### config.mk
export PLATFORM = sky130hd
export DESIGN_NAME = controller
export DESIGN_NICKNAME = d
export VERILOG_FILES = /design/src/isa_pkg.sv /design/src/ctrl_pkg.sv /design/src/instr_info_if.sv /design/src/cycle_sequencer.sv /design/src/instr_classifier.sv /design/src/cond_check.sv /design/src/stage_controls.sv /design/src/controller.sv
export SDC_FILE = /design/constraint.sdc
export NUM_CORES = 1
export LEC_CHECK = 0
export BUFFER_PORTS_ARGS = -buffer_cell sky130_fd_sc_hd__buf_2
export CAP_MARGIN = 20
export CORE_AREA = 4 4 60 62
export DETAILED_ROUTE_END_ITERATION = 12
export DIE_AREA = 0 0 64 66
export SETUP_SLACK_MARGIN = 0.2
export SLEW_MARGIN = 20
export SYNTH_ARGS = -nofsm -noshare
export SYNTH_HDL_FRONTEND = slang
export SYNTH_SLANG_ARGS = --single-unit
### constraint.sdc
create_clock -name clk -period 2.2 [get_ports clk]
set_input_delay 0.44 -clock clk [delete_from_list [all_inputs] [get_ports clk]]
set_output_delay 0.44 -clock clk [all_outputs]
set_load 0.01 [all_outputs]
### src/isa_pkg.sv
package isa_pkg;

    // instruction word fields
    typedef logic [6:0]  opcode_t;
    typedef logic [3:0]  cond_t;

    // N, Z, C, V from the top nibble of the status register
    typedef logic [3:0]  flags_t;
    typedef logic [31:0] status_t;

    typedef enum logic [1:0] {
        class_none,
        class_dp,
        class_mem,
        class_branch
    } instr_class_t;

    // condition field encodings
    localparam cond_t cond_eq = 4'd0;
    localparam cond_t cond_ne = 4'd1;
    localparam cond_t cond_cs = 4'd2;
    localparam cond_t cond_cc = 4'd3;
    localparam cond_t cond_mi = 4'd4;
    localparam cond_t cond_pl = 4'd5;
    localparam cond_t cond_vs = 4'd6;
    localparam cond_t cond_vc = 4'd7;
    localparam cond_t cond_hi = 4'd8;
    localparam cond_t cond_ls = 4'd9;
    localparam cond_t cond_ge = 4'd10;
    localparam cond_t cond_lt = 4'd11;
    localparam cond_t cond_gt = 4'd12;
    localparam cond_t cond_le = 4'd13;
    localparam cond_t cond_al = 4'd14;
    localparam cond_t cond_nv = 4'd15;

    // low opcode nibble of a compare, no register write
    localparam logic [3:0] cmp_op = 4'b1010;

endpackage

### src/ctrl_pkg.sv
package ctrl_pkg;

    // sequencer states, one instruction is fetch .. write_back
    typedef enum logic [3:0] {
        st_reset         = 4'd0,
        st_fetch         = 4'd1,
        st_fetch_wait    = 4'd2,
        st_decode        = 4'd3,
        st_execute       = 4'd4,
        st_memory        = 4'd5,
        st_memory_wait   = 4'd6,
        st_write_back    = 4'd7,
        st_load_pc_start = 4'd8
    } state_t;

    // alu operation codes as seen by the datapath
    typedef enum logic [2:0] {
        alu_add = 3'b000,
        alu_sub = 3'b001,
        alu_and = 3'b010,
        alu_orr = 3'b011,
        alu_xor = 3'b111
    } alu_op_t;

    // next pc source
    typedef enum logic [1:0] {
        pc_increment = 2'b00,
        pc_start     = 2'b01,
        pc_branch    = 2'b11
    } pc_sel_t;

endpackage

### src/instr_info_if.sv
`timescale 1ns/100ps

interface instr_info_if;

    isa_pkg::instr_class_t iclass;
    ctrl_pkg::alu_op_t     dp_alu_op;

    // operand and shift sources
    logic a_from_reg;
    logic b_from_reg;
    logic shift_by_reg;

    // register file and memory behaviour
    logic writes_rd;
    logic is_store;
    logic is_load;
    logic is_literal;

    // branch options
    logic link;
    logic branch_reg;

    modport producer (
        output iclass, dp_alu_op, a_from_reg, b_from_reg, shift_by_reg,
        output writes_rd, is_store, is_load, is_literal, link, branch_reg
    );

    modport consumer (
        input iclass, dp_alu_op, a_from_reg, b_from_reg, shift_by_reg,
        input writes_rd, is_store, is_load, is_literal, link, branch_reg
    );

endinterface

### src/cycle_sequencer.sv
`timescale 1ns/100ps

module cycle_sequencer (
    input  logic              clk,
    input  logic              rst_n,
    output ctrl_pkg::state_t  state
);

    ctrl_pkg::state_t state_next;

    always_comb begin
        case (state)
            ctrl_pkg::st_reset:         state_next = ctrl_pkg::st_load_pc_start;
            ctrl_pkg::st_load_pc_start: state_next = ctrl_pkg::st_fetch;
            ctrl_pkg::st_fetch:         state_next = ctrl_pkg::st_fetch_wait;
            ctrl_pkg::st_fetch_wait:    state_next = ctrl_pkg::st_decode;
            ctrl_pkg::st_decode:        state_next = ctrl_pkg::st_execute;
            ctrl_pkg::st_execute:       state_next = ctrl_pkg::st_memory;
            ctrl_pkg::st_memory:        state_next = ctrl_pkg::st_memory_wait;
            ctrl_pkg::st_memory_wait:   state_next = ctrl_pkg::st_write_back;
            // loop straight back, the start-up pc load happens only once
            ctrl_pkg::st_write_back:    state_next = ctrl_pkg::st_fetch;
            default:                    state_next = ctrl_pkg::st_reset;
        endcase
    end

    always_ff @(posedge clk or negedge rst_n) begin
        if (!rst_n) begin
            state <= ctrl_pkg::st_reset;
        end else begin
            state <= state_next;
        end
    end

    // every instruction ends by going back to fetch
    wb_to_fetch: assert property (
        @(posedge clk) disable iff (!rst_n)
        state == ctrl_pkg::st_write_back |=> state == ctrl_pkg::st_fetch
    ) else $error("sequencer left write back to a state other than fetch");

endmodule

### src/instr_classifier.sv
`timescale 1ns/100ps

module instr_classifier (
    input  isa_pkg::opcode_t        opcode,
    input  isa_pkg::cond_t          cond,
    instr_info_if.producer          info
);

    logic is_dp;
    logic is_mem;
    logic is_branch;

    assign is_dp     = !opcode[6] && (cond != isa_pkg::cond_nv);
    assign is_mem    = (opcode[6:5] == 2'b11) || (opcode[6:3] == 4'b1000);
    assign is_branch = (opcode[6:3] == 4'b1001);

    always_comb begin
        if (is_dp) begin
            info.iclass = isa_pkg::class_dp;
        end else if (is_mem) begin
            info.iclass = isa_pkg::class_mem;
        end else if (is_branch) begin
            info.iclass = isa_pkg::class_branch;
        end else begin
            info.iclass = isa_pkg::class_none;
        end

        // sub shows up twice, the second is the compare
        case (opcode[2:0])
            3'b000:  info.dp_alu_op = ctrl_pkg::alu_add;
            3'b001:  info.dp_alu_op = ctrl_pkg::alu_sub;
            3'b010:  info.dp_alu_op = ctrl_pkg::alu_sub;
            3'b011:  info.dp_alu_op = ctrl_pkg::alu_and;
            3'b100:  info.dp_alu_op = ctrl_pkg::alu_orr;
            3'b101:  info.dp_alu_op = ctrl_pkg::alu_xor;
            default: info.dp_alu_op = ctrl_pkg::alu_add;
        endcase

        info.a_from_reg   = opcode[3];
        info.b_from_reg   = opcode[4];
        info.shift_by_reg = opcode[5];
        info.writes_rd    = is_dp && (opcode[3:0] != isa_pkg::cmp_op);
        info.is_store     = is_mem && opcode[4];
        info.is_load      = is_mem && !opcode[4];
        // pc-relative literal load
        info.is_literal   = (opcode[6:4] == 3'b100);
        info.link         = opcode[2];
        info.branch_reg   = opcode[1];

        assert ({info.is_store, info.is_load} !== 2'b11)
            else $error("memory instruction decoded as both load and store");
    end

endmodule

### src/cond_check.sv
`timescale 1ns/100ps

module cond_check (
    input  isa_pkg::cond_t    cond,
    input  isa_pkg::status_t  status_reg,
    output logic              taken
);

    isa_pkg::flags_t flags;
    logic n, z, c, v;

    assign flags = status_reg[31:28];
    assign {n, z, c, v} = flags;

    always_comb begin
        case (cond)
            isa_pkg::cond_eq: taken = z;
            isa_pkg::cond_ne: taken = !z;
            isa_pkg::cond_cs: taken = c;
            isa_pkg::cond_cc: taken = !c;
            isa_pkg::cond_mi: taken = n;
            isa_pkg::cond_pl: taken = !n;
            isa_pkg::cond_vs: taken = v;
            isa_pkg::cond_vc: taken = !v;
            // unsigned compares
            isa_pkg::cond_hi: taken = c && !z;
            isa_pkg::cond_ls: taken = !c || z;
            // signed compares
            isa_pkg::cond_ge: taken = (n == v);
            isa_pkg::cond_lt: taken = (n != v);
            isa_pkg::cond_gt: taken = !z && (n == v);
            isa_pkg::cond_le: taken = z || (n != v);
            isa_pkg::cond_al: taken = 1'b1;
            isa_pkg::cond_nv: taken = 1'b0;
            default:          taken = 1'b0;
        endcase
    end

endmodule

### src/stage_controls.sv
`timescale 1ns/100ps

module stage_controls (
    input  ctrl_pkg::state_t    state,
    instr_info_if.consumer      info,
    input  logic                taken,
    input  logic                p,
    input  logic                u,
    input  logic                w,
    input  logic                en_status_decode,
    output logic                w_en1,
    output logic                w_en2,
    output logic                w_en_ldr,
    output logic                sel_shift,
    output logic                en_a,
    output logic                en_b,
    output logic                en_s,
    output logic                sel_a_pc,
    output logic                sel_a,
    output logic                sel_b,
    output logic                sel_branch_imme,
    output logic                sel_pre_indexed,
    output logic                en_status,
    output logic                status_rdy,
    output logic                load_ir,
    output logic                load_pc,
    output ctrl_pkg::alu_op_t   alu_op,
    output ctrl_pkg::pc_sel_t   sel_pc,
    output logic                ram_w_en2
);

    always_comb begin
        w_en1           = 1'b0;
        w_en2           = 1'b0;
        w_en_ldr        = 1'b0;
        sel_shift       = 1'b0;
        en_a            = 1'b0;
        en_b            = 1'b0;
        en_s            = 1'b0;
        sel_a_pc        = 1'b0;
        sel_a           = 1'b0;
        sel_b           = 1'b0;
        sel_branch_imme = 1'b0;
        sel_pre_indexed = 1'b0;
        en_status       = 1'b0;
        status_rdy      = 1'b0;
        load_ir         = 1'b0;
        load_pc         = 1'b0;
        alu_op          = ctrl_pkg::alu_add;
        sel_pc          = ctrl_pkg::pc_increment;
        ram_w_en2       = 1'b0;

        case (state)
            ctrl_pkg::st_load_pc_start: begin
                load_pc = 1'b1;
                sel_pc  = ctrl_pkg::pc_start;
            end
            ctrl_pkg::st_decode: begin
                load_ir = 1'b1;
            end
            // operand registers load here
            ctrl_pkg::st_execute: begin
                case (info.iclass)
                    isa_pkg::class_dp: begin
                        en_a      = info.a_from_reg;
                        en_b      = info.b_from_reg;
                        en_s      = 1'b1;
                        sel_shift = info.b_from_reg && info.shift_by_reg;
                    end
                    isa_pkg::class_mem: begin
                        en_a = 1'b1;
                        if (info.a_from_reg) begin
                            // register offset, Rm through the shifter
                            en_b      = 1'b1;
                            en_s      = 1'b1;
                            sel_shift = 1'b1;
                        end else begin
                            sel_a_pc = info.is_literal;
                        end
                    end
                    isa_pkg::class_branch: begin
                        en_b      = info.branch_reg;
                        en_s      = 1'b1;
                        sel_shift = 1'b1;
                    end
                    default: ;
                endcase
            end
            // alu result used, pc advances or branches
            ctrl_pkg::st_memory: begin
                load_pc = (info.iclass != isa_pkg::class_none);
                case (info.iclass)
                    isa_pkg::class_dp: begin
                        alu_op    = info.dp_alu_op;
                        sel_a     = !info.a_from_reg;
                        sel_b     = !info.b_from_reg;
                        en_status = en_status_decode;
                        w_en1     = info.writes_rd;
                    end
                    isa_pkg::class_mem: begin
                        alu_op          = u ? ctrl_pkg::alu_add : ctrl_pkg::alu_sub;
                        sel_b           = !info.a_from_reg;
                        // post-indexed uses the unmodified base as address
                        sel_pre_indexed = !p;
                        en_status       = en_status_decode;
                        w_en2           = !p || w;
                        ram_w_en2       = info.is_store;
                    end
                    isa_pkg::class_branch: begin
                        sel_pc          = taken ? ctrl_pkg::pc_branch : ctrl_pkg::pc_increment;
                        w_en1           = info.link;
                        sel_a           = 1'b1;
                        sel_b           = !info.branch_reg;
                        sel_branch_imme = !info.branch_reg;
                        alu_op          = ctrl_pkg::alu_add;
                    end
                    default: ;
                endcase
            end
            ctrl_pkg::st_memory_wait: begin
                status_rdy = 1'b1;
            end
            ctrl_pkg::st_write_back: begin
                w_en_ldr = info.is_load;
            end
            default: ;
        endcase

        assert (!ram_w_en2 || state == ctrl_pkg::st_memory)
            else $error("ram write outside the memory cycle");
        assert (!load_ir || state == ctrl_pkg::st_decode)
            else $error("instruction register loaded outside decode");
    end

endmodule

### src/controller.sv
`timescale 1ns/100ps

module controller (
    input  logic        clk,
    input  logic        rst_n,
    input  logic [6:0]  opcode,
    input  logic [31:0] status_reg,
    input  logic [3:0]  cond,
    input  logic        p,
    input  logic        u,
    input  logic        w,
    input  logic        en_status_decode,
    // register file
    output logic        w_en1,
    output logic        w_en2,
    output logic        w_en_ldr,
    // operand registers and shifter
    output logic        sel_shift,
    output logic        en_a,
    output logic        en_b,
    output logic        en_s,
    output logic        sel_a_pc,
    // alu inputs
    output logic        sel_a,
    output logic        sel_b,
    output logic        sel_branch_imme,
    output logic        sel_pre_indexed,
    output logic [2:0]  alu_op,
    // status, ir, pc, ram
    output logic        en_status,
    output logic        status_rdy,
    output logic        load_ir,
    output logic        load_pc,
    output logic [1:0]  sel_pc,
    output logic        ram_w_en2
);

    ctrl_pkg::state_t  state;
    logic              taken;

    instr_info_if info_bus ();

    cycle_sequencer u_seq (
        .clk   (clk),
        .rst_n (rst_n),
        .state (state)
    );

    instr_classifier u_class (
        .opcode (opcode),
        .cond   (cond),
        .info   (info_bus.producer)
    );

    cond_check u_cond (
        .cond       (cond),
        .status_reg (status_reg),
        .taken      (taken)
    );

    stage_controls u_ctrl (
        .state            (state),
        .info             (info_bus.consumer),
        .taken            (taken),
        .p                (p),
        .u                (u),
        .w                (w),
        .en_status_decode (en_status_decode),
        .w_en1            (w_en1),
        .w_en2            (w_en2),
        .w_en_ldr         (w_en_ldr),
        .sel_shift        (sel_shift),
        .en_a             (en_a),
        .en_b             (en_b),
        .en_s             (en_s),
        .sel_a_pc         (sel_a_pc),
        .sel_a            (sel_a),
        .sel_b            (sel_b),
        .sel_branch_imme  (sel_branch_imme),
        .sel_pre_indexed  (sel_pre_indexed),
        .en_status        (en_status),
        .status_rdy       (status_rdy),
        .load_ir          (load_ir),
        .load_pc          (load_pc),
        .alu_op           (alu_op),
        .sel_pc           (sel_pc),
        .ram_w_en2        (ram_w_en2)
    );

endmodule

==> impl_metrics.csv <==
group,metric,value,unit
timing,finalHoldViolCount,0,
routing,ant_nets,0,
timing,relSlewSlack,79.73,%
power,total_leakage_power,0.6188,nW
layout,seqCellArea,102.6,um^2
die,start_util,24.30,%
timing,maxClockFrequency,437.6,MHz
global_routing,grtUsageTotal,11.79,%
layout,drive_gt1_share,51.76,%
worst_setup_path,crit_chain,"buf_8 > xnor2_4 > or4b_4 > a311oi_2 > nor3_2 > nor3_2 > buf_2",
logic_synthesis,async_reset_ff_share,100.0,%
routing,drtPass1Iterations,4,
logic_synthesis,syn_avg_cell_area,6.941,um^2
timing,setup_viol,2,
layout,largest_register_ffs,4,
placement,hpwl,1962,um
logic_synthesis,synth_xor_area_share,5.782,%
timing,maxSlewViolCount,0,
clock_tree,cts_tree,"yes",
logic_synthesis,synth-seq-cells,4,
layout,final_nets,226,
logic_synthesis,synth.area.mux_share,2.721,%
placement,placed_cells,204,
timing,setup_slack,-0.08520,ns
power,irDropWorstVdd,0.1825,mV
clock_tree,clock_latency,0.23,ns
logic_synthesis,synth_edf_count,0,
layout,n_antenna_cell,0,
worst_setup_path,path_common_cell,"nor3_2",
worst_setup_path,critPathBufInv,2,
die,rows,20,
logic_synthesis,synth_flop_cell,"dfrtp_1",
clock_tree,clockBufferDepth,2,
routing,via_count,1016,
clock_tree,cts-root-buf,"clkbuf_4",
worst_setup_path,worstPathMaxFanout,2,
worst_setup_path,startpoint_type,"input pin",
clock_tree,cts-htree-levels,1,
timing,min_period,2.285,ns
worst_setup_path,end_kind,"output port",
logic_synthesis,synthDominantCellAreaShare,13.61,%
layout,syn_to_final_growth,76.19,%
layout,fin_util,42.81,%
layout,fill_cells,304,
routing,drt_iter0_drc,34,
worst_setup_path,slowest_delay,0.48,ns
layout,top_register,"u_seq.state",
global_routing,grt_pass1_wl,4160,um
timing,post-route-period-util,103.9,%
placement,portBuffers,42,
worst_setup_path,cp.required,1.76,ns
global_routing,antenna_found_initial,0,
logic_synthesis,synth-compound-area-share,26.70,%
logic_synthesis,syn-num-nets,160,
clock_tree,cts_num_sinks,4,
timing,rsz0062_at_grt,"yes",
placement,gp_congestion,0.7764,
logic_synthesis,synth_cell_types,38,
logic_synthesis,synth_top_area_cell,"dfrtp_1",
timing,holdWs,0.5041,ns
routing,via_per_inst,4.748,
power,power_density,228.3,mW/mm^2
die,ios,71,
layout,multi_input_area,676.9,um^2
die,dieArea,0.004224,mm^2
global_routing,grt_pass1_vias,984,
worst_setup_path,cp_slowest_cell,"or4b_4",
routing,wl_per_cell,11.86,um
global_routing,grt_overflow,0,
status,outcome,"finished with violations",
routing,drt_wl_total,2537,um
logic_synthesis,synth_simple_gate_area_share,35.88,%
run,maxCapViolCount,0,
min_path,hold_path.class,"reg2reg",
worst_setup_path,path_class,"in2out",
die,die_y,66,um
layout,reg_top3,"u_seq.state: 4 flops",
worst_setup_path,crit_family,"simple AND/OR/NAND/NOR gates",
clock_tree,clk_pin_slew,0.04,ns
timing,tightestPinTransition,0.3030,ns
logic_synthesis,ys_warn_count,0,
logic_synthesis,synth_fa_ha_area_share,8.503,%
timing,skew,0.001253,ns
global_routing,grt_max_degree,10,
logic_synthesis,synth.yosys.seq_area_share,13.61,%
logic_synthesis,synthesis.area,735.7,um^2
logic_synthesis,synth_common_cells,"nand2_1 (10), nor2_1 (10), a21oi_1 (8), inv_1 (7)",
logic_synthesis,synth_cells,106,
die,coreArea,0.003028,mm^2
worst_setup_path,arrival,1.85,ns
routing,drc,0,
logic_synthesis,synth.area.top_cells,"dfrtp_1 (14%), ha_1 (8.5%), a21oi_1 (5.4%), nand2_1 (5.1%), nor2_1 (5.1%)",
status,violations,"setup timing",
logic_synthesis,synth_top_family_by_area,"simple AND/OR/NAND/NOR gates",
die,die_w,64,um
clock_tree,numCtsBuffers,3,
layout,fin_cells,214,
-- metrics by stage --
step	instance area [um^2]	setup TNS [ns]	power, mW	setup slack [ns]
global placement	1129	-0.3061	0.1891	-0.1819
global route	1296	-0.3320	0.3217	-0.1742
finish	1296	-0.1643	0.2960	-0.08520
detailed placement	1129	-0.2834	0.1922	-0.1718
floorplan	777.0	0	0.1399	0.09803
CTS	1221	-0.1772	0.2943	-0.1325
-- cells in the final DEF (no fill, tap or decap), drive strengths merged, types with 2 or more instances in the layout --
cell / synthesis / layout
buf: 2 / 65
nor2: 10 / 10
nand2: 10 / 10
a21oi: 8 / 8
inv: 7 / 7
nand3: 6 / 6
o21ai: 6 / 6
nor2b: 5 / 5
nor3: 5 / 5
ha: 5 / 5
nand2b: 4 / 4
dfrtp: 4 / 4
o22ai: 3 / 3
clkbuf: 3 / 3
mux2i: 2 / 2
xor2: 2 / 2
nand3b: 2 / 2
nor3b: 2 / 2
xnor2: 2 / 2
or4b: 2 / 2
-- metal layers --
layer  routed length (um)  vias to the layer above  global-route usage [%]  share of wire, %
li1                     -                      509                       -                 -
met2                 1240                       52                   22.58                49
met5                    0                        -                       0                 0
met1                 1044                      451                   12.89                41
met4                   34                        0                   3.235               1.3
met3                  219                        4                   2.551               8.6
-- layout make-up --
cell class,instances,area share [%]
clock buffers,3,1.737
repair buffers,66,31.85
flip-flops and latches,4,7.915
well taps,44,4.247
inverters,7,2.027
multi-input cells,90,52.22
-- cell families after synthesis --
kind of cell,count (synthesis)
and+or+nand+nor,50
DFF,4
AOI/OAI and AO/OA,29
adders and majority gates,5
muxes,2
xor gates and xnor gates,4
buffers and inverters,12
-- worst reg2reg max path, cell delays in order, from the launching register on --
cell and delay [ns]:
dfrtp_1 0.43, ha_1 0.21, nor3b_1 0.28, o21bai_1 0.16
-- power breakdown --
group	internal [mW]	total, mW	switching (mW)
clock network	0.0609	0.0893	0.0284
registers	0.0740	0.0740	0
logic	0.0687	0.133	0.0640
-- worst paths after layout --
check | depth (start not counted) | slack, ns | end | from
worst min register to register | 1 | 0.50 | u_seq.state[3]$_DFF_PN0_ | u_seq.state[2]$_DFF_PN0_
worst max-delay path | 7 | -0.09 | sel_pc[1] | status_reg[28]
worst max register to register | 3 | 1.04 | u_seq.state[2]$_DFF_PN0_ | u_seq.state[0]$_DFF_PN0_
worst min-delay path | 1 | 0.50 | u_seq.state[3]$_DFF_PN0_ | u_seq.state[2]$_DFF_PN0_
max in group asynchronous | 2 | 1.53 | u_seq.state[2]$_DFF_PN0_ | rst_n
min in group asynchronous | 2 | 0.54 | u_seq.state[3]$_DFF_PN0_ | rst_n
-- what timing repair did --
action | in CTS | in global routing
resized for setup | 14 | 12
pin swaps | 7 | 7
endpoints found under the setup margin | 14 | 15
setup buffers | 1 | 5
hold endpoints to repair | 2 | 0
hold buffers | 1 | 0
Power figures use the tool's default switching activity.
